`src/scope_pkg.sv`:
```
// digitizer capture core shared definitions
// sample and stream widths, command codes, acquisition states, command word views

package scope_pkg;

	// ------------------------------------------------------------------------
	// sample and buffer geometry
	// ------------------------------------------------------------------------
	localparam int SAMPLE_W         = 12;           // one adc sample
	localparam int SAMPLES_PER_WORD = 4;            // samples per buffer word
	localparam int ADDR_W           = 8;            // default buffer address width
	localparam int STREAM_W         = 32;           // reply stream width
	localparam int CMD_BYTES        = 8;            // bytes per command
	localparam logic [31:0] FW_VERSION = 32'd19;    // reported by info selector 0

	typedef logic signed [SAMPLE_W-1:0] SAMPLE_T;
	typedef SAMPLE_T [SAMPLES_PER_WORD-1:0] SAMPLE_WORD_T;  // sample 0 in the low bits

	// ------------------------------------------------------------------------
	// encodings
	// ------------------------------------------------------------------------
	typedef enum logic [7:0] {
		CMD_READOUT  = 8'd0,    // stream buffer contents
		CMD_ARM      = 8'd1,    // arm trigger, return state
		CMD_INFO     = 8'd2,    // version or event count
		CMD_TRIG_SET = 8'd8     // thresholds and preoffset
	} CMD_T;

	typedef enum logic [7:0] {
		NONE     = 8'd0,        // fire as soon as armed
		RISING   = 8'd1,
		FALLING  = 8'd2,
		EXTERNAL = 8'd3
	} TRIG_TYPE_T;

	typedef enum logic [1:0] {
		ACQ_IDLE  = 2'd0,       // free running, waiting for arm
		ACQ_ARMED = 2'd1,       // looking for the trigger condition
		ACQ_POST  = 2'd2,       // taking post-trigger words
		ACQ_READY = 2'd3        // capture frozen until read out
	} ACQ_STATE_T;

	// one received command, byte 0 first on the wire and in the low bits
	typedef union packed {
		logic [CMD_BYTES-1:0][7:0] raw;
		struct packed {
			logic [31:0] length;    // bytes 7..4, little endian
			logic [23:0] spare;
			CMD_T        opcode;
		} readout;
		struct packed {
			logic [15:0] spare_hi;
			logic [15:0] post_len;  // bytes 5..4
			logic [15:0] spare_lo;
			TRIG_TYPE_T  trig_type;
			CMD_T        opcode;
		} arm;
		struct packed {
			logic [23:0] spare;
			logic [7:0]  preoff_lo;
			logic [7:0]  preoff_hi; // only bits 1:0 matter
			logic [7:0]  hyst;
			logic [7:0]  level;
			CMD_T        opcode;
		} trig;
	} CMD_WORD_U;

endpackage

```
`src/acq_ctrl_if.sv`:
```
// settings and status between command decode and acquisition control
// settings flow from the command side, status flows back from the trigger side

`timescale 1ns/100ps

interface acq_ctrl_if import scope_pkg::*; #(
	parameter int ADDR_W = scope_pkg::ADDR_W
);

	// settings, owned by the command processor
	TRIG_TYPE_T        trig_type;       // latched on arm command
	SAMPLE_T           lower_thresh;
	SAMPLE_T           upper_thresh;
	logic [15:0]       post_len;        // words taken after the trigger
	logic [9:0]        preoffset;       // words shown before the trigger
	logic              arm;             // single cycle, honoured in idle only
	logic              readout_done;    // single cycle, releases ready

	// status, owned by the trigger fsm
	ACQ_STATE_T        acq_state;
	logic [ADDR_W-1:0] trig_addr;       // buffer address of the trigger word
	logic [31:0]       event_count;

	modport cmd (
		output trig_type, lower_thresh, upper_thresh, post_len, preoffset,
		output arm, readout_done,
		input  acq_state, trig_addr, event_count
	);

	modport acq (
		input  trig_type, lower_thresh, upper_thresh, post_len, preoffset,
		input  arm, readout_done,
		output acq_state, trig_addr, event_count
	);

endinterface

```
`src/trigger_fsm.sv`:
```
// acquisition control
// runs the ring buffer write pointer, waits for the selected trigger,
// takes the post-trigger words and freezes the buffer until it is read

`timescale 1ns/100ps

module trigger_fsm import scope_pkg::*; #(
	parameter int ADDR_W = scope_pkg::ADDR_W
) (
	input  logic              clk,
	input  logic              rstn,
	input  SAMPLE_WORD_T      i_samples,    // conditioned word being written now
	input  logic              i_ext_trig,   // level from another board
	output logic              o_trig_out,   // one pulse per real trigger
	output logic              o_wr_en,
	output logic [ADDR_W-1:0] o_wr_addr,
	acq_ctrl_if.acq           ctrl
);

	ACQ_STATE_T        state;
	logic              primed;          // first half of an edge condition seen
	logic [ADDR_W-1:0] wr_ptr;
	logic [15:0]       post_cnt;        // words written since the trigger
	logic              any_below;
	logic              any_above;
	logic              fire;

	assign o_wr_en        = (state != ACQ_READY);   // keep writing until frozen
	assign o_wr_addr      = wr_ptr;
	assign ctrl.acq_state = state;

	// ------------------------------------------------------------------------
	// threshold compare, all four samples of the word
	// ------------------------------------------------------------------------
	always_comb begin
		any_below = 1'b0;
		any_above = 1'b0;
		for (int i = 0; i < SAMPLES_PER_WORD; i++) begin
			if ($signed(i_samples[i]) < ctrl.lower_thresh) begin
				any_below = 1'b1;
			end
			if ($signed(i_samples[i]) > ctrl.upper_thresh) begin
				any_above = 1'b1;
			end
		end
	end

	// trigger decision on the word written this cycle
	always_comb begin
		fire = 1'b0;
		case (state)
			ACQ_IDLE: fire = ctrl.arm && (ctrl.trig_type == NONE);  // immediate
			ACQ_ARMED: begin
				case (ctrl.trig_type)
					RISING:   fire = primed && any_above;   // was low, now high
					FALLING:  fire = primed && any_below;   // was high, now low
					EXTERNAL: fire = i_ext_trig;
					default:  fire = 1'b1;                  // type changed to none
				endcase
			end
			default: fire = 1'b0;
		endcase
	end

	// ------------------------------------------------------------------------
	// state, pointers and counters
	// ------------------------------------------------------------------------
	always_ff @(posedge clk or negedge rstn) begin
		if (!rstn) begin
			state            <= ACQ_IDLE;
			primed           <= 1'b0;
			wr_ptr           <= '0;
			post_cnt         <= '0;
			o_trig_out       <= 1'b0;
			ctrl.trig_addr   <= '0;
			ctrl.event_count <= '0;
		end else begin
			o_trig_out <= fire && (ctrl.trig_type != NONE); // tell the others
			if (o_wr_en) begin
				wr_ptr <= wr_ptr + 1'b1;                    // ring wraps naturally
			end
			if (fire) begin
				ctrl.trig_addr <= wr_ptr;                   // address of this word
				post_cnt       <= '0;
				primed         <= 1'b0;
				if (ctrl.post_len == '0) begin
					state            <= ACQ_READY;          // nothing more to take
					ctrl.event_count <= ctrl.event_count + 1'b1;
				end else begin
					state <= ACQ_POST;
				end
			end else begin
				case (state)
					ACQ_IDLE: begin
						if (ctrl.arm) begin
							primed <= 1'b0;
							state  <= ACQ_ARMED;
						end
					end
					ACQ_ARMED: begin
						if (!primed) begin
							if ((ctrl.trig_type == RISING && any_below) ||
							    (ctrl.trig_type == FALLING && any_above)) begin
								primed <= 1'b1;
							end
						end
					end
					ACQ_POST: begin
						post_cnt <= post_cnt + 1'b1;
						if (post_cnt + 16'd1 == ctrl.post_len) begin
							state            <= ACQ_READY;  // last word goes in now
							ctrl.event_count <= ctrl.event_count + 1'b1;
						end
					end
					ACQ_READY: begin
						if (ctrl.readout_done) begin
							state <= ACQ_IDLE;              // buffer released
						end
					end
					default: state <= ACQ_IDLE;
				endcase
			end
		end
	end

endmodule

```
`src/flat_wrapper.sv`:
```
// flat-port wrapper written by rule: the top's interface ports become plain ports
module trigger_fsm_flat import scope_pkg::*;
#(
	parameter int ADDR_W = scope_pkg::ADDR_W
)
  (clk, rstn, i_samples, i_ext_trig, o_trig_out, o_wr_en, o_wr_addr, ctrl_trig_type, ctrl_lower_thresh, ctrl_upper_thresh, ctrl_post_len, ctrl_preoffset, ctrl_arm, ctrl_readout_done, ctrl_acq_state, ctrl_trig_addr, ctrl_event_count);
  acq_ctrl_if #(.ADDR_W(ADDR_W)) ctrl_i ();
  input  logic clk;
  input  logic rstn;
  input  SAMPLE_WORD_T i_samples;
  input  logic i_ext_trig;
  output logic o_trig_out;
  output logic o_wr_en;
  output logic [ADDR_W-1:0] o_wr_addr;
  input wire logic [$bits(ctrl_i.trig_type)-1:0] ctrl_trig_type;
  input wire logic [$bits(ctrl_i.lower_thresh)-1:0] ctrl_lower_thresh;
  input wire logic [$bits(ctrl_i.upper_thresh)-1:0] ctrl_upper_thresh;
  input wire logic [$bits(ctrl_i.post_len)-1:0] ctrl_post_len;
  input wire logic [$bits(ctrl_i.preoffset)-1:0] ctrl_preoffset;
  input wire logic [$bits(ctrl_i.arm)-1:0] ctrl_arm;
  input wire logic [$bits(ctrl_i.readout_done)-1:0] ctrl_readout_done;
  output wire logic [$bits(ctrl_i.acq_state)-1:0] ctrl_acq_state;
  output wire logic [$bits(ctrl_i.trig_addr)-1:0] ctrl_trig_addr;
  output wire logic [$bits(ctrl_i.event_count)-1:0] ctrl_event_count;
  assign ctrl_i.trig_type = ctrl_trig_type;
  assign ctrl_i.lower_thresh = ctrl_lower_thresh;
  assign ctrl_i.upper_thresh = ctrl_upper_thresh;
  assign ctrl_i.post_len = ctrl_post_len;
  assign ctrl_i.preoffset = ctrl_preoffset;
  assign ctrl_i.arm = ctrl_arm;
  assign ctrl_i.readout_done = ctrl_readout_done;
  assign ctrl_acq_state = ctrl_i.acq_state;
  assign ctrl_trig_addr = ctrl_i.trig_addr;
  assign ctrl_event_count = ctrl_i.event_count;
  trigger_fsm #(.ADDR_W(ADDR_W)) u_core (.clk(clk), .rstn(rstn), .i_samples(i_samples), .i_ext_trig(i_ext_trig), .o_trig_out(o_trig_out), .o_wr_en(o_wr_en), .o_wr_addr(o_wr_addr), .ctrl(ctrl_i));
endmodule
```
`config.mk`:
```
export PLATFORM = sky130hd
export DESIGN_NAME = trigger_fsm_flat
export DESIGN_NICKNAME = d
export VERILOG_FILES = /design/src/scope_pkg.sv /design/src/acq_ctrl_if.sv /design/src/trigger_fsm.sv /design/src/flat_wrapper.sv
export SDC_FILE = /design/constraint.sdc
export NUM_CORES = 1
export LEC_CHECK = 0
export ABC_CLOCK_PERIOD_IN_PS = 3750
export CAP_MARGIN = 20
export CORE_AREA = 2 2 118 120
export CTS_CLUSTER_DIAMETER = 30
export DETAILED_ROUTE_END_ITERATION = 12
export DIE_AREA = 0 0 120 122
export DONT_BUFFER_PORTS = 1
export GPL_TIMING_DRIVEN = 0
export SYNTH_ARGS = -nofsm -noshare
export SYNTH_HDL_FRONTEND = slang
export SYNTH_SLANG_ARGS = --single-unit
```
`constraint.sdc`:
```
create_clock -name clk -period 3.75 [get_ports clk]
set_input_delay 0.9375 -clock clk [delete_from_list [all_inputs] [get_ports clk]]
set_output_delay 0.9375 -clock clk [all_outputs]
set_load 0.05 [all_outputs]
```
# Word level (Yosys, flattened, before mapping)
# Cells that the tools add are included.
[totals]
output_inout_bits = 52
mem_count = 0
rom_bits = 0
regBits = 68
mem_bits_rw = 0
latch_bits = 0
[op_classes]
div_mod_pow = 0
n_reduce_logical = 18
bitwise_logic = 0
eq_ne = 12
multipliers = 0
n_lt_le_gt_ge = 8
n_shift = 0
muxes = 27
add_sub_neg = 3
[ops]
columns = ["operator", "count"]
rows = [
  ["two-way mux 32 bit", 4],
  ["> comparator 12 bit", 4],
  ["less-than comparator 12 bit", 4],
  ["adder 32 x 1 -> 32 bit (second input constant)", 1],
  ["two-way mux 16 bit", 2],
  ["adder 16 x 1 -> 16 bit (second input constant)", 1],
  ["equality test 16 bit", 1],
  ["equality test 8 x 2 -> 1 bit (second input constant)", 2],
  ["zero test 16 bit", 1],
  ["two-way mux 1 bit", 13],
  ["adder 8 x 1 -> 8 bit (second input constant)", 1],
  ["equality test 8 x 1 -> 1 bit (second input constant)", 1],
  ["zero test 8 bit", 1],
  ["two-way mux 2 bit", 4],
  ["nonzero test 8 bit", 1],
  ["logical AND 1 bit", 6],
  ["inequality test 3 x 2 -> 1 bit (second input constant)", 2],
  ["case mux 2 bit (3 select lines)", 1],
  ["equality test 2 bit (second input constant)", 2],
  ["inequality test 2 bit (second input constant)", 2],
  ["case mux 1 bit (2 select lines)", 2],
  ["AND reduction 4 bit", 1],
  ["nonzero test 2 bit", 2],
  ["nonzero test 4 bit", 1],
  ["other kinds (8)", 8],
]

# Longest topological paths before layout
# Gate-level depths: netlist of the first run.
[depth]
word_depth = 11
mapped_depth = 13
mapped_depth_nobuf = 11

# Worst setup path before layout of the first run
# No wires, ideal clock.
[synth_path]
kind = "input port to flip-flop"
start = "input port ctrl_upper_thresh[7]"
end = "register u_core.ctrl.trig_addr[7]"
path_slack_ns = 0.092
path_buffers = 2
arrival_time_ns = 3.530
stages = 12
t_required_ns = 3.622
cell_sequence = "inv_1 -> ha_1 -> and3_1 -> a221o_1 -> a221oi_2 -> a21oi_1 -> nor4_2 -> nand3_1 -> a41o_1 -> buf_2 -> buf_6 -> mux2_1"
[synth_via]
elab_chain_len = 8
elab_cells_between_ends = 11
cone_classes = "order compare (4); mux (6); reduce/logical (1)"
[synth_lines]
columns = ["element", "line_no", "source"]
rows = [
  ["from (decl)", "flat_wrapper.sv:17", "input wire logic [$bits(ctrl_i.upper_thresh)-1:0] ctrl_upper_thresh;"],
  ["> comparator 12 bit", "trigger_fsm.sv:42", "if ($signed(i_samples[i]) > ctrl.upper_thresh) begin"],
  ["two-way mux 1 bit (3 in a row)", "trigger_fsm.sv:42", ""],
  ["two-way mux 1 bit *", "trigger_fsm.sv:42", ""],
  ["logical AND 1 bit *", "trigger_fsm.sv:55", "RISING: fire = primed && any_above;"],
  ["case mux 1 bit (3 select lines) *", "trigger_fsm.sv:54", "case (ctrl.trig_type)"],
  ["case mux 1 bit (2 select lines) *", "trigger_fsm.sv:51", "case (state)"],
  ["to (signal assigned)", "trigger_fsm.sv:83", "ctrl.trig_addr <= wr_ptr;"],
  ["to (decl)", "acq_ctrl_if.sv:33", "output acq_state, trig_addr, event_count"],
]
# Every way passes the cells marked *; elsewhere a longest branch is shown, timed or not.
# A chain may end at the register's enable or synchronous reset.

# Worst setup path after layout of the first run
[layout_path]
start = "input port ctrl_upper_thresh[7]"
end = "register u_core.ctrl.event_count[13]"
[layout_via]
elab_chain_len = 10
elab_cells_between_ends = 16
cone_classes = "order compare (4); eq/ne (1); mux (7); reduce/logical (4)"
[layout_lines]
columns = ["element", "line_no", "source"]
rows = [
  ["> comparator 12 bit", "trigger_fsm.sv:42", ""],
  ["two-way mux 1 bit (3 in a row)", "trigger_fsm.sv:42", ""],
  ["two-way mux 1 bit *", "trigger_fsm.sv:42", ""],
  ["logical AND 1 bit *", "trigger_fsm.sv:55", ""],
  ["case mux 1 bit (3 select lines) *", "trigger_fsm.sv:54", ""],
  ["case mux 1 bit (2 select lines) *", "trigger_fsm.sv:51", ""],
  ["inequality test 2 bit (no source line) or nonzero test 2 bit (tied branches)", "--", ""],
  ["AND reduction 3 bit (no source line)", "--", ""],
  ["to (signal assigned)", "trigger_fsm.sv:88", "ctrl.event_count <= ctrl.event_count + 1'b1;"],
  ["to (signal assigned)", "trigger_fsm.sv:112", "ctrl.event_count <= ctrl.event_count + 1'b1;"],
  ["to (decl)", "acq_ctrl_if.sv:33", ""],
]
# Marked as above.

==> results.py, run 1 <==
metrics = {
    "cells_and_area": {
        "layout_common_cells": "ha_1, dfrtp_1, nor2_1",
        "antenna_cells": 0,
        "utilization": 0.4821,
        "num-fill-cells": 1288,
        "layout-drive-gt1-share": 0.09285,
        "final_nets": 858,
        "syn_to_final_growth_pct": 11.01,
        "layout_commonest_cell": "ha_1",
    },
    "worst_setup_path": {
        "crit_chain": "clkinvlp_4 -> ha_4 -> and3_1 -> a221o_1 -> a221oi_2 -> a21oi_1 -> nor4_2 -> nand3_2 -> a32oi_2 -> buf_6 -> nor3_1 -> xor2_1",
        "r2r_slack_ps": 210,
        "worst-setup-path-type": "primary input to register",
        "cp-end-kind": "register",
        "crit_required_ps": 3940,
        "timing.rr.start": "u_core.post_cnt[0]",
        "endpoint": "u_core.ctrl.event_count[13]",
        "cp_max_fo": 10,
        "r2r_cells": 11,
        "crit_family": "compound AO/OA/AOI/OAI gates",
        "cpPeakStageDelay_ps": 420,
        "startpoint": "ctrl_upper_thresh[7]",
        "r2r_end": "u_core.ctrl.event_count[13]",
        "crit_buf_inv": 2,
        "slowest_stage": "a32oi_2",
        "start_kind": "primary input",
        "arrival_ps": 3790,
        "path_depth": 12,
    },
    "global_routing": {
        "gr-total-overflow": 0,
        "grt_use_total": 0.2077,
        "grt_antenna_before_repair": 0,
        "grt_pass1_wl_mm": 23.97,
        "grt_pass1_vias": 4768,
        "grt_max_degree": 69,
    },
    "drt": {
        "vias_per_cell": 5.748,
        "drt-wirelength-per-cell_microns": 18.11,
        "drt_first_pass_iters": 4,
        "vias": 4811,
        "drt_wl_total_mm": 15.16,
        "ant_nets": 0,
        "drtIter0Drc": 178,
        "drc": 0,
    },
    "floorplan": {
        "initial_core_util": 0.4343,
        "die_w_microns": 120,
        "die-area_sq_mm": 0.01464,
        "fp.coreArea_sq_mm": 0.01350,
        "die-height_microns": 122,
        "fp-row-count": 43,
        "ios": 163,
    },
    "clock_tree": {
        "cts-buffers-inserted": 9,
        "cts_max_path_buffers": 2,
        "cts.sinks": 68,
        "htree_num_levels": 3,
        "clkTransAtPathRegs_ps": 60,
        "clock_tree.root_cell": "clkbuf_16",
        "cts_tree": "yes",
        "clk_latency_ps": 330,
    },
    "logic_synthesis": {
        "synthesis.area_sq_mm": 0.005864,
        "synth_edf_count": 0,
        "ys_ff_latch": 68,
        "synth.avg_cell_area_sq_um": 9.177,
        "ys.warnings.count": 0,
        "synth_fp_nets": 845,
        "synth_cells": 639,
        "ys_types": 65,
        "async_flop_share": 1.000,
        "ys_seq_area_frac": 0.2902,
        "synth_ff_type": "dfrtp_1",
    },
    "power": {
        "peakVddDrop_v": 0.0004748,
        "p_leak_nw": 3.079,
        "p_seq_frac": 0.435,
        "p_clk_frac": 0.318,
        "total_power_mw": 2.954,
        "power.internal_mw": 1.777,
        "switching_share": 0.3984,
        "combPwrFrac": 0.247,
        "power.density_mw_per_mm2": 453.7,
        "p_sw_mw": 1.177,
    },
    "place": {
        "place_hpwl_mm": 12.19,
        "portBuffers": 0,
        "gp_congestion": 0.9510,
    },
    "sta": {
        "finalSetupTns_ps": 0,
        "slew_viol_final": 0,
        "max_slew.worst_pin.slew_ps": 713.8,
        "setup_viol": 0,
        "fin_crit_ps": 3595,
        "slew_headroom": 0.5230,
        "fmax_mhz": 278.2,
        "post-route-period-util": 0.9587,
        "finalHoldViolCount": 0,
        "hold_slack_ps": 295.8,
        "clock_skew_ps": 11.31,
    },
    "status": {
        "outcome": "complete, no violations",
    },
    "run": {
        "drv_cap": 0,
    },
    "min_path": {
        "min_path_type": "primary input to async pin",
    },
}
routing by layer:
| metal | track usage | share of wire | vias to the layer above |
|---|---|---|---|
| met3 | 0.06788 | 0.070 | 18 |
| met4 | 0.05662 | 0.012 | 0 |
| met1 | 0.2556 | 0.43 | 2282 |
| met5 | 0 | 0 | - |
| met2 | 0.3491 | 0.49 | 140 |
| li1 | - | - | 2371 |
cells in the mapped netlist (3+ instances only):
| cell | instances | area share |
|---|---|---|
| nor2_1 | 52 | 0.033 |
| a21oi_1 | 30 | 0.026 |
| a2111oi_0 | 3 | 0.0045 |
| ha_1 | 95 | 0.20 |
| nor3_1 | 17 | 0.015 |
| o21ai_0 | 14 | 0.012 |
| a41oi_1 | 3 | 0.0045 |
| and3_1 | 6 | 0.0064 |
| xnor2_1 | 34 | 0.051 |
| nor4_1 | 16 | 0.017 |
| inv_1 | 44 | 0.028 |
| a211oi_1 | 9 | 0.012 |
| nand3_1 | 29 | 0.025 |
| a21o_1 | 12 | 0.015 |
| a31oi_1 | 3 | 0.0032 |
| buf_2 | 8 | 0.0068 |
| mux2_2 | 10 | 0.019 |
| nand2_1 | 42 | 0.027 |
| nor2b_1 | 5 | 0.0053 |
| and3b_1 | 3 | 0.0045 |
| and4_1 | 3 | 0.0045 |
| nand4_1 | 25 | 0.027 |
| dfrtp_1 | 68 | 0.29 |
| clkbuf_1 | 4 | 0.0026 |
| nor3b_1 | 3 | 0.0038 |
| nand2b_1 | 4 | 0.0043 |
| or3_1 | 3 | 0.0032 |
| o211ai_1 | 7 | 0.0090 |
| xor2_1 | 41 | 0.061 |
worst min path at each step:
stage,end,start,slack (ps)
CTS,u_core.post_cnt[8],rstn,280
global route,u_core.ctrl.event_count[26],rstn,280
floorplan,u_core.primed,u_core.primed,490
finish,u_core.ctrl.event_count[25],rstn,300
detailed placement,u_core.primed,u_core.primed,530
global placement,u_core.primed,u_core.primed,530
flip-flops by register name, indices dropped and copies added (netlist names):
register,count
u_core.o_trig_out,1
u_core.o_wr_addr,8
u_core.ctrl.trig_addr,8
u_core.ctrl.event_count,32
u_core.ctrl.acq_state,2
u_core.post_cnt,16
u_core.primed,1
power groups by stage:
stage	Sequential [mW]	Combinational [mW]	Clock [mW]
floorplan	1.26	0.573	0
global placement	1.30	0.690	0
detailed placement	1.30	0.716	0
CTS	1.29	0.729	0.964
global route	1.31	0.825	0.993
finish	1.28	0.731	0.940
kinds of logic after synthesis:
group,after synthesis,share of synthesized area
xor gates and xnor gates,75,0.1120
and+or+nand+nor,220,0.1969
adders and majority gates,95,0.2027
DFF,68,0.2902
AOI/OAI and AO/OA,107,0.1299
buffers and inverters,61,0.04374
muxes,13,0.02454
cell type report:
| cell class | instances | area, sq um | share of cell area |
|---|---|---|---|
| plain buffers | 16 | 95.09 | 0.01461 |
| clock buffers | 10 | 239.0 | 0.03671 |
| clock inverters | 6 | 95.09 | 0.01461 |
| inverters | 45 | 172.7 | 0.02652 |
| multi-input cells | 510 | 3966 | 0.6093 |
| flip-flops and latches | 68 | 1702 | 0.2614 |
| well taps | 180 | 225.2 | 0.03460 |
| repair buffers | 2 | 15.01 | 0.002306 |
timing repair:
action                     4_1_cts  5_1_grt
setup endpoints to repair       47       44
resized for setup                4       12
buffers inserted                 2        0
hold buffers                     0        0
pin swaps                        2        5
through the flow:
step                worst slack, ps  instance area (sq um)  instances
floorplan                     91.94                   5864        639
detailed placement           -689.3                   6090        819
finish                        155.0                   6510        837
global route                 -6.958                   6510        837
global placement             -595.7                   6090        819
CTS                           21.88                   6464        837
Note: power is estimated with default switching activity, not from simulation.
==> run 2: changes to the inputs <==
ABC_AREA = 1   (was default)
CORE_AREA = 2 2 125 127   (was 2 2 118 120)
DIE_AREA = 0 0 127 129   (was 0 0 120 122)
==> run 2 against run 1 <==
Clock skew down 0.51 ps. Clock power shrank 3.3%. Worst hold slack got worse by 3.5 ps. Critical path type unchanged.
==> results.py, run 2 <==
metrics = {
    "logic_synthesis": {
        "synth.avg_cell_area_sq_um": 6.977,
        "ys_types": 40,
        "synth_cells": 956,
        "synth_most_common_cell": "nand2_1",
        "synth_common_cells": "nand2_1, inv_1, ha_1, nor2_1, nand3_1",
        "ys_seq_area_frac": 0.2551,
        "async_flop_share": 1.000,
        "synth_top_cell_by_area": "dfrtp_1",
        "synth_ff_type": "dfrtp_1",
        "ys_top_cells_by_area": "dfrtp_1, ha_1, nand2_1, inv_1, xor2_1",
        "synth_edf_count": 0,
        "yosys.area.top_type_share": 0.2551,
        "ys_ff_latch": 68,
        "synth_fp_nets": 1162,
        "synthesis.area_sq_mm": 0.006670,
        "ys.warnings.count": 0,
    },
    "floorplan": {
        "die_w_microns": 127,
        "fp-row-count": 45,
        "initial_core_util": 0.4454,
        "fp.coreArea_sq_mm": 0.01498,
        "ios": 163,
        "die-area_sq_mm": 0.01638,
        "die-height_microns": 129,
    },
    "sta": {
        "slew_headroom": 0.4878,
        "setup_viol": 0,
        "finalSetupTns_ps": 0,
        "max_slew.worst_pin.slew_ps": 766.4,
        "fin_crit_ps": 3242,
        "final.setup.worst_slack_ps": 507.5,
        "post-route-period-util": 0.8647,
        "rsz0062_at_grt": "no",
        "finalHoldViolCount": 0,
        "fmax_mhz": 308.4,
        "slew_viol_final": 0,
        "clock_skew_ps": 10.80,
    },
    "clock_tree": {
        "cts_max_path_buffers": 2,
        "cts_resized": 0,
        "htree_num_levels": 3,
        "cts_setup_buffers": 0,
        "postCtsHoldBufs": 0,
        "cts_tree": "yes",
        "clkTransAtPathRegs_ps": 60,
        "clock_tree.root_cell": "clkbuf_16",
        "cts-buffers-inserted": 9,
        "cts.sinks": 68,
        "clk_latency_ps": 330,
    },
    "cells_and_area": {
        "regMostFlops": "u_core.ctrl.event_count",
        "antenna_cells": 0,
        "seqCellArea_sq_mm": 0.001702,
        "final_nets": 1173,
        "multiInputGateArea_sq_mm": 0.004412,
        "layout_common_cells": "nand2_1, inv_1, ha_1",
        "syn_to_final_growth_pct": 8.291,
        "layout-drive-gt1-share": 0.05041,
        "top_regs": "u_core.ctrl.event_count (32), u_core.post_cnt (16)",
        "largest_register_ff_count": 32,
        "num-fill-cells": 1556,
        "layout_commonest_cell": "nand2_1",
    },
    "global_routing": {
        "grt_antenna_before_repair": 0,
        "grt_max_degree": 69,
        "grt_pass1_wl_mm": 28.09,
        "gr-total-overflow": 0,
        "grt_pass1_vias": 5691,
        "grt_use_total": 0.2136,
    },
    "power": {
        "peakVddDrop_v": 0.0004275,
        "power.density_mw_per_mm2": 414.3,
        "p_leak_nw": 3.848,
    },
    "worst_setup_path": {
        "arrival_ps": 3510,
        "crit_required_ps": 4010,
        "start_kind": "primary input",
        "cp-end-kind": "register",
        "cp_max_fo": 10,
        "worst-setup-path-type": "primary input to register",
    },
    "place": {
        "portBuffers": 0,
        "gp_congestion": 0.9185,
        "dp_slack_ps": 167.9,
        "place_hpwl_mm": 14.17,
    },
    "min_path": {
        "min_path_type": "primary input to async pin",
    },
    "drt": {
        "drc": 0,
        "vias": 5962,
        "met2WireLength_mm": 7.543,
        "topRoutingLayerUsed": "met4",
        "drtIter0Drc": 260,
        "drt_wl_total_mm": 17.20,
        "met3_length_mm": 1.189,
        "drt_first_pass_iters": 7,
        "vias_per_cell": 5.140,
        "drt-wirelength-per-cell_microns": 14.83,
        "wl_met1_mm": 8.343,
        "ant_nets": 0,
    },
    "run": {
        "drv_cap": 0,
    },
    "status": {
        "outcome": "complete, no violations",
    },
}
## run 2: metrics by stage
step                      cells  hold WS (ps)  utilization  instance area, sq um  total power, mW
after floorplan             956         459.9            -                  6670            1.898
after CTS                  1160         283.1       0.4823                  7223            3.022
final                      1160         292.3       0.4823                  7223            2.992
after detailed placement   1144         499.1       0.4611                  6905            2.106
after global routing       1160         272.5       0.4823                  7223            3.201
after global placement     1144         488.6       0.4611                  6905            2.091
## run 2: final cells by class
class	instances	share of cell area
tap	188	0.03257
clock buffer	10	0.03170
sequential	68	0.2356
buffer	13	0.01213
multi-input combinational	750	0.6108
inverter	125	0.06496
clock inverter	6	0.01230
## run 2: critical path, cell delays in order
cell	delay, ps
inv_1	90
ha_1	360
nand2_1	90
inv_1	60
nand2_1	70
nor2_1	240
nand2_1	170
nand3_1	100
nand2_1	70
nand3_1	80
nand2_1	70
nor2_1	150
nand2_1	90
nand3_2	100
nand2_2	60
nand2_4	130
nand2_4	80
nand2_4	130
buf_2	230
nand3_1	100
nand2_1	90
## run 2: cell families after synthesis
group,Yosys count,share of synthesized area
XOR/XNOR,57,0.07691
AND/OR/NAND/NOR,532,0.3525
AO/OA/AOI/OAI,66,0.05384
adder cells (fa/ha/maj),95,0.1782
flip-flops,68,0.2551
buffers and inverters,138,0.08347
## run 2: final timing paths
check,endpoint,from,slack [ps],cells after the start
max,u_core.ctrl.event_count[9],ctrl_upper_thresh[11],510,21
max reg2reg,u_core.ctrl.event_count[24],u_core.ctrl.event_count[0],1120,12
min in group clk,u_core.post_cnt[1],u_core.post_cnt[1],520,2
min reg2reg,u_core.post_cnt[1],u_core.post_cnt[1],520,2
min,u_core.ctrl.event_count[12],rstn,290,0
max in group asynchronous,u_core.o_wr_addr[0],rstn,3330,0
## run 2: layer usage
| metal | global-route usage | vias up |
|---|---|---|
| li1 | - | 3131 |
| met1 | 0.2891 | 2666 |
| met2 | 0.3400 | 154 |
| met3 | 0.06778 | 11 |
| met4 | 0.03943 | 0 |
| met5 | 0 | - |
## run 2: power by group
group	switching, mW	internal [mW]
logic	0.500	0.285
registers	0.453	0.846
clock network	0.326	0.582
total	1.28	1.71
==> run 3: changes to the inputs <==
ABC_CLOCK_PERIOD_IN_PS = 2900   (was 3750)
clock period = 2.9 ns   (was 3.75 ns; I/O delays follow)
==> run 3 against run 2 <==
Sequential cell count stayed put. Non-clock buffer count is 8 higher. Clock-buffer cell count stayed put. Core utilization is 2.1 points higher. Final cell count is 0.69% higher. Critical path depth is 2 lower. Worst hold slack worse by 210 ps. Sequential share of layout area is 0.98 points lower. Total power is 32% higher. Global-route usage is 0.11 points higher. Critical endpoint is now u_core.ctrl.event_count[10]. Highest routed layer unchanged.
==> results.py, run 3 (same netlist as run 2, synthesis figures left out) <==
metrics = {
    "drt": {
        "drt-wirelength-per-cell_microns": 14.92,
        "vias": 5985,
        "drt_first_pass_iters": 7,
        "drc": 0,
        "vias_per_cell": 5.124,
        "drtIter0Drc": 256,
        "ant_nets": 0,
        "drt_wl_total_mm": 17.43,
    },
    "power": {
        "power.density_mw_per_mm2": 522.4,
        "switching_share": 0.4268,
        "power.internal_mw": 2.257,
        "combPwrFrac": 0.276,
        "total_power_mw": 3.937,
        "p_clk_frac": 0.297,
        "peakVddDrop_v": 0.0005563,
        "p_seq_frac": 0.426,
        "p_leak_nw": 3.904,
        "p_sw_mw": 1.680,
    },
    "sta": {
        "clock_skew_ps": 9.406,
        "setup_viol": 0,
        "post-route-period-util": 0.9555,
        "hold_slack_ps": 80.02,
        "fin_crit_ps": 2771,
        "fmax_mhz": 360.9,
        "max_slew.worst_pin.slew_ps": 765.8,
        "slew_headroom": 0.4883,
        "finalHoldViolCount": 0,
        "slew_viol_final": 0,
    },
    "cells_and_area": {
        "num-fill-cells": 1522,
        "antenna_cells": 0,
        "utilization": 0.5032,
        "layout_commonest_cell": "nand2_1",
        "final_nets": 1181,
        "layout_common_cells": "nand2_1, inv_1, ha_1",
        "layout-drive-gt1-share": 0.09592,
        "largest_register_ff_count": 32,
        "layoutNonFillerInstCount": 1168,
        "top_regs": "u_core.ctrl.event_count (32), u_core.post_cnt (16)",
        "syn_to_final_growth_pct": 12.98,
        "regMostFlops": "u_core.ctrl.event_count",
    },
    "worst_setup_path": {
        "cp_max_fo": 7,
        "r2r_slack_ps": 260,
        "cp-end-kind": "register",
        "crit_path_frequent_cell": "nand2_1",
        "crit_buf_inv": 3,
        "cpPeakStageDelay_ps": 300,
        "arrival_ps": 2990,
        "worst-setup-path-type": "primary input to register",
        "crit_family": "simple AND/OR/NAND/NOR gates",
        "start_kind": "primary input",
        "slowest_stage": "ha_4",
        "path_depth": 19,
        "crit_chain": "clkinvlp_4 -> ha_4 -> buf_4 -> a21o_1 -> nor2_2 -> nand4_1 -> nand3_2 -> nand2_1 -> nor2_2 -> nand2_1 -> nand3_2 -> nand2_2 -> nand2_4 -> nand2_4 -> nand2_8 -> nand2_8 -> clkbuf_16 -> nand2_1 -> nand2_1",
        "crit_required_ps": 3120,
        "r2r_cells": 12,
    },
    "global_routing": {
        "gr-total-overflow": 0,
        "grt_antenna_before_repair": 0,
        "grt_max_degree": 69,
        "grt_use_total": 0.2148,
        "grt_pass1_vias": 5718,
        "grt_pass1_wl_mm": 28.23,
    },
    "status": {
        "outcome": "complete, no violations",
    },
    "floorplan": {
        "die-area_sq_mm": 0.01638,
        "die-height_microns": 129,
        "ios": 163,
        "die_w_microns": 127,
        "fp-row-count": 45,
        "fp.coreArea_sq_mm": 0.01498,
        "initial_core_util": 0.4454,
    },
    "run": {
        "drv_cap": 0,
    },
    "place": {
        "gp_congestion": 0.9185,
        "portBuffers": 0,
        "placedCellCount": 1144,
        "place_hpwl_mm": 14.17,
    },
    "clock_tree": {
        "cts-buffers-inserted": 9,
        "postCtsHoldBufs": 0,
        "cts_tree": "yes",
        "htree_num_levels": 3,
        "clk_latency_ps": 330,
        "clkTransAtPathRegs_ps": 60,
        "clock_tree.root_cell": "clkbuf_16",
        "cts.sinks": 68,
        "cts_max_path_buffers": 2,
    },
    "min_path": {
        "min_path_type": "primary input to async pin",
    },
}
## run 3: cell count changes in the layout (fill, tap and decap cells not counted), moves of 3 or more
| cell | change |
|---|---|
| nor2_2 | +5 |
| nor2_4 | +5 |
| ha_1 | -7 |
| nand2_1 | -10 |
| buf_4 | +9 |
| and2_4 | +3 |
| nand2_2 | +9 |
| nand3_2 | +5 |
| ha_4 | +7 |
| and2_1 | -3 |
| nor2_1 | -10 |
| nand3_1 | -5 |
## run 3: path summary, 6_finish.rpt
kind	start	end
max in group asynchronous	rstn	u_core.o_wr_addr[0]
max reg2reg	u_core.ctrl.event_count[0]	u_core.ctrl.event_count[24]
min	rstn	u_core.ctrl.event_count[12]
min reg2reg	u_core.post_cnt[1]	u_core.post_cnt[1]
max	ctrl_upper_thresh[11]	u_core.ctrl.event_count[10]
min in group clk	u_core.post_cnt[1]	u_core.post_cnt[1]
## run 3: worst reg2reg max path, cell delays in order, from the launching register on
cell and delay [ps]:
dfrtp_1 730, ha_1 290, inv_1 90, nor3_1 230, inv_1 160, nor2_1 200, inv_1 130, nor2_1 160
inv_1 100, nor3_1 230, xor2_1 170, nand2_1 70, nand2_1 50
## run 3: what timing repair did
action                     in CTS  in global routing
setup endpoints to repair      32                 58
gates resized for setup        10                 39
pin swaps                       2                 29
gates cloned                    0                  1
buffers inserted                1                  6
## run 3: power groups by stage
stage                     clock [mW]  sequential [mW]  combinational, mW
after floorplan                    0             1.64              0.815
after global placement             0             1.70               1.00
after detailed placement           0             1.69               1.03
after CTS                       1.20             1.68               1.04
after global routing            1.24             1.71               1.27
final                           1.17             1.68               1.09
## run 3: area by class of cell
cell class / instances / area (sq um) / share of cell area
buffer: 13 / 97.59 / 0.01295
sequential: 68 / 1702 / 0.2258
clock inverter: 6 / 88.84 / 0.01179
inverter: 125 / 476.7 / 0.06326
clock buffer: 10 / 229.0 / 0.03038
multi-input combinational: 750 / 4629 / 0.6143
tap: 188 / 235.2 / 0.03121
timing repair buffer: 8 / 77.57 / 0.01029
## run 3: per-layer routing
layer / track usage / share of wire / vias up
met2: 0.3438 / 0.44 / 145
met4: 0.03943 / 0.0073 / 0
met1: 0.2886 / 0.48 / 2680
li1: - / - / 3149
met3: 0.06902 / 0.070 / 11
met5: 0 / 0 / -
## run 3: stage by stage
step	area, sq um	setup TNS (ps)	setup WS [ps]
after floorplan	6670	0	222.9
after global placement	6905	-18880	-414.2
after detailed placement	6905	-22410	-469.6
after CTS	7293	0	7.606
after global routing	7536	-132.2	-25.32
final	7536	0	129.0
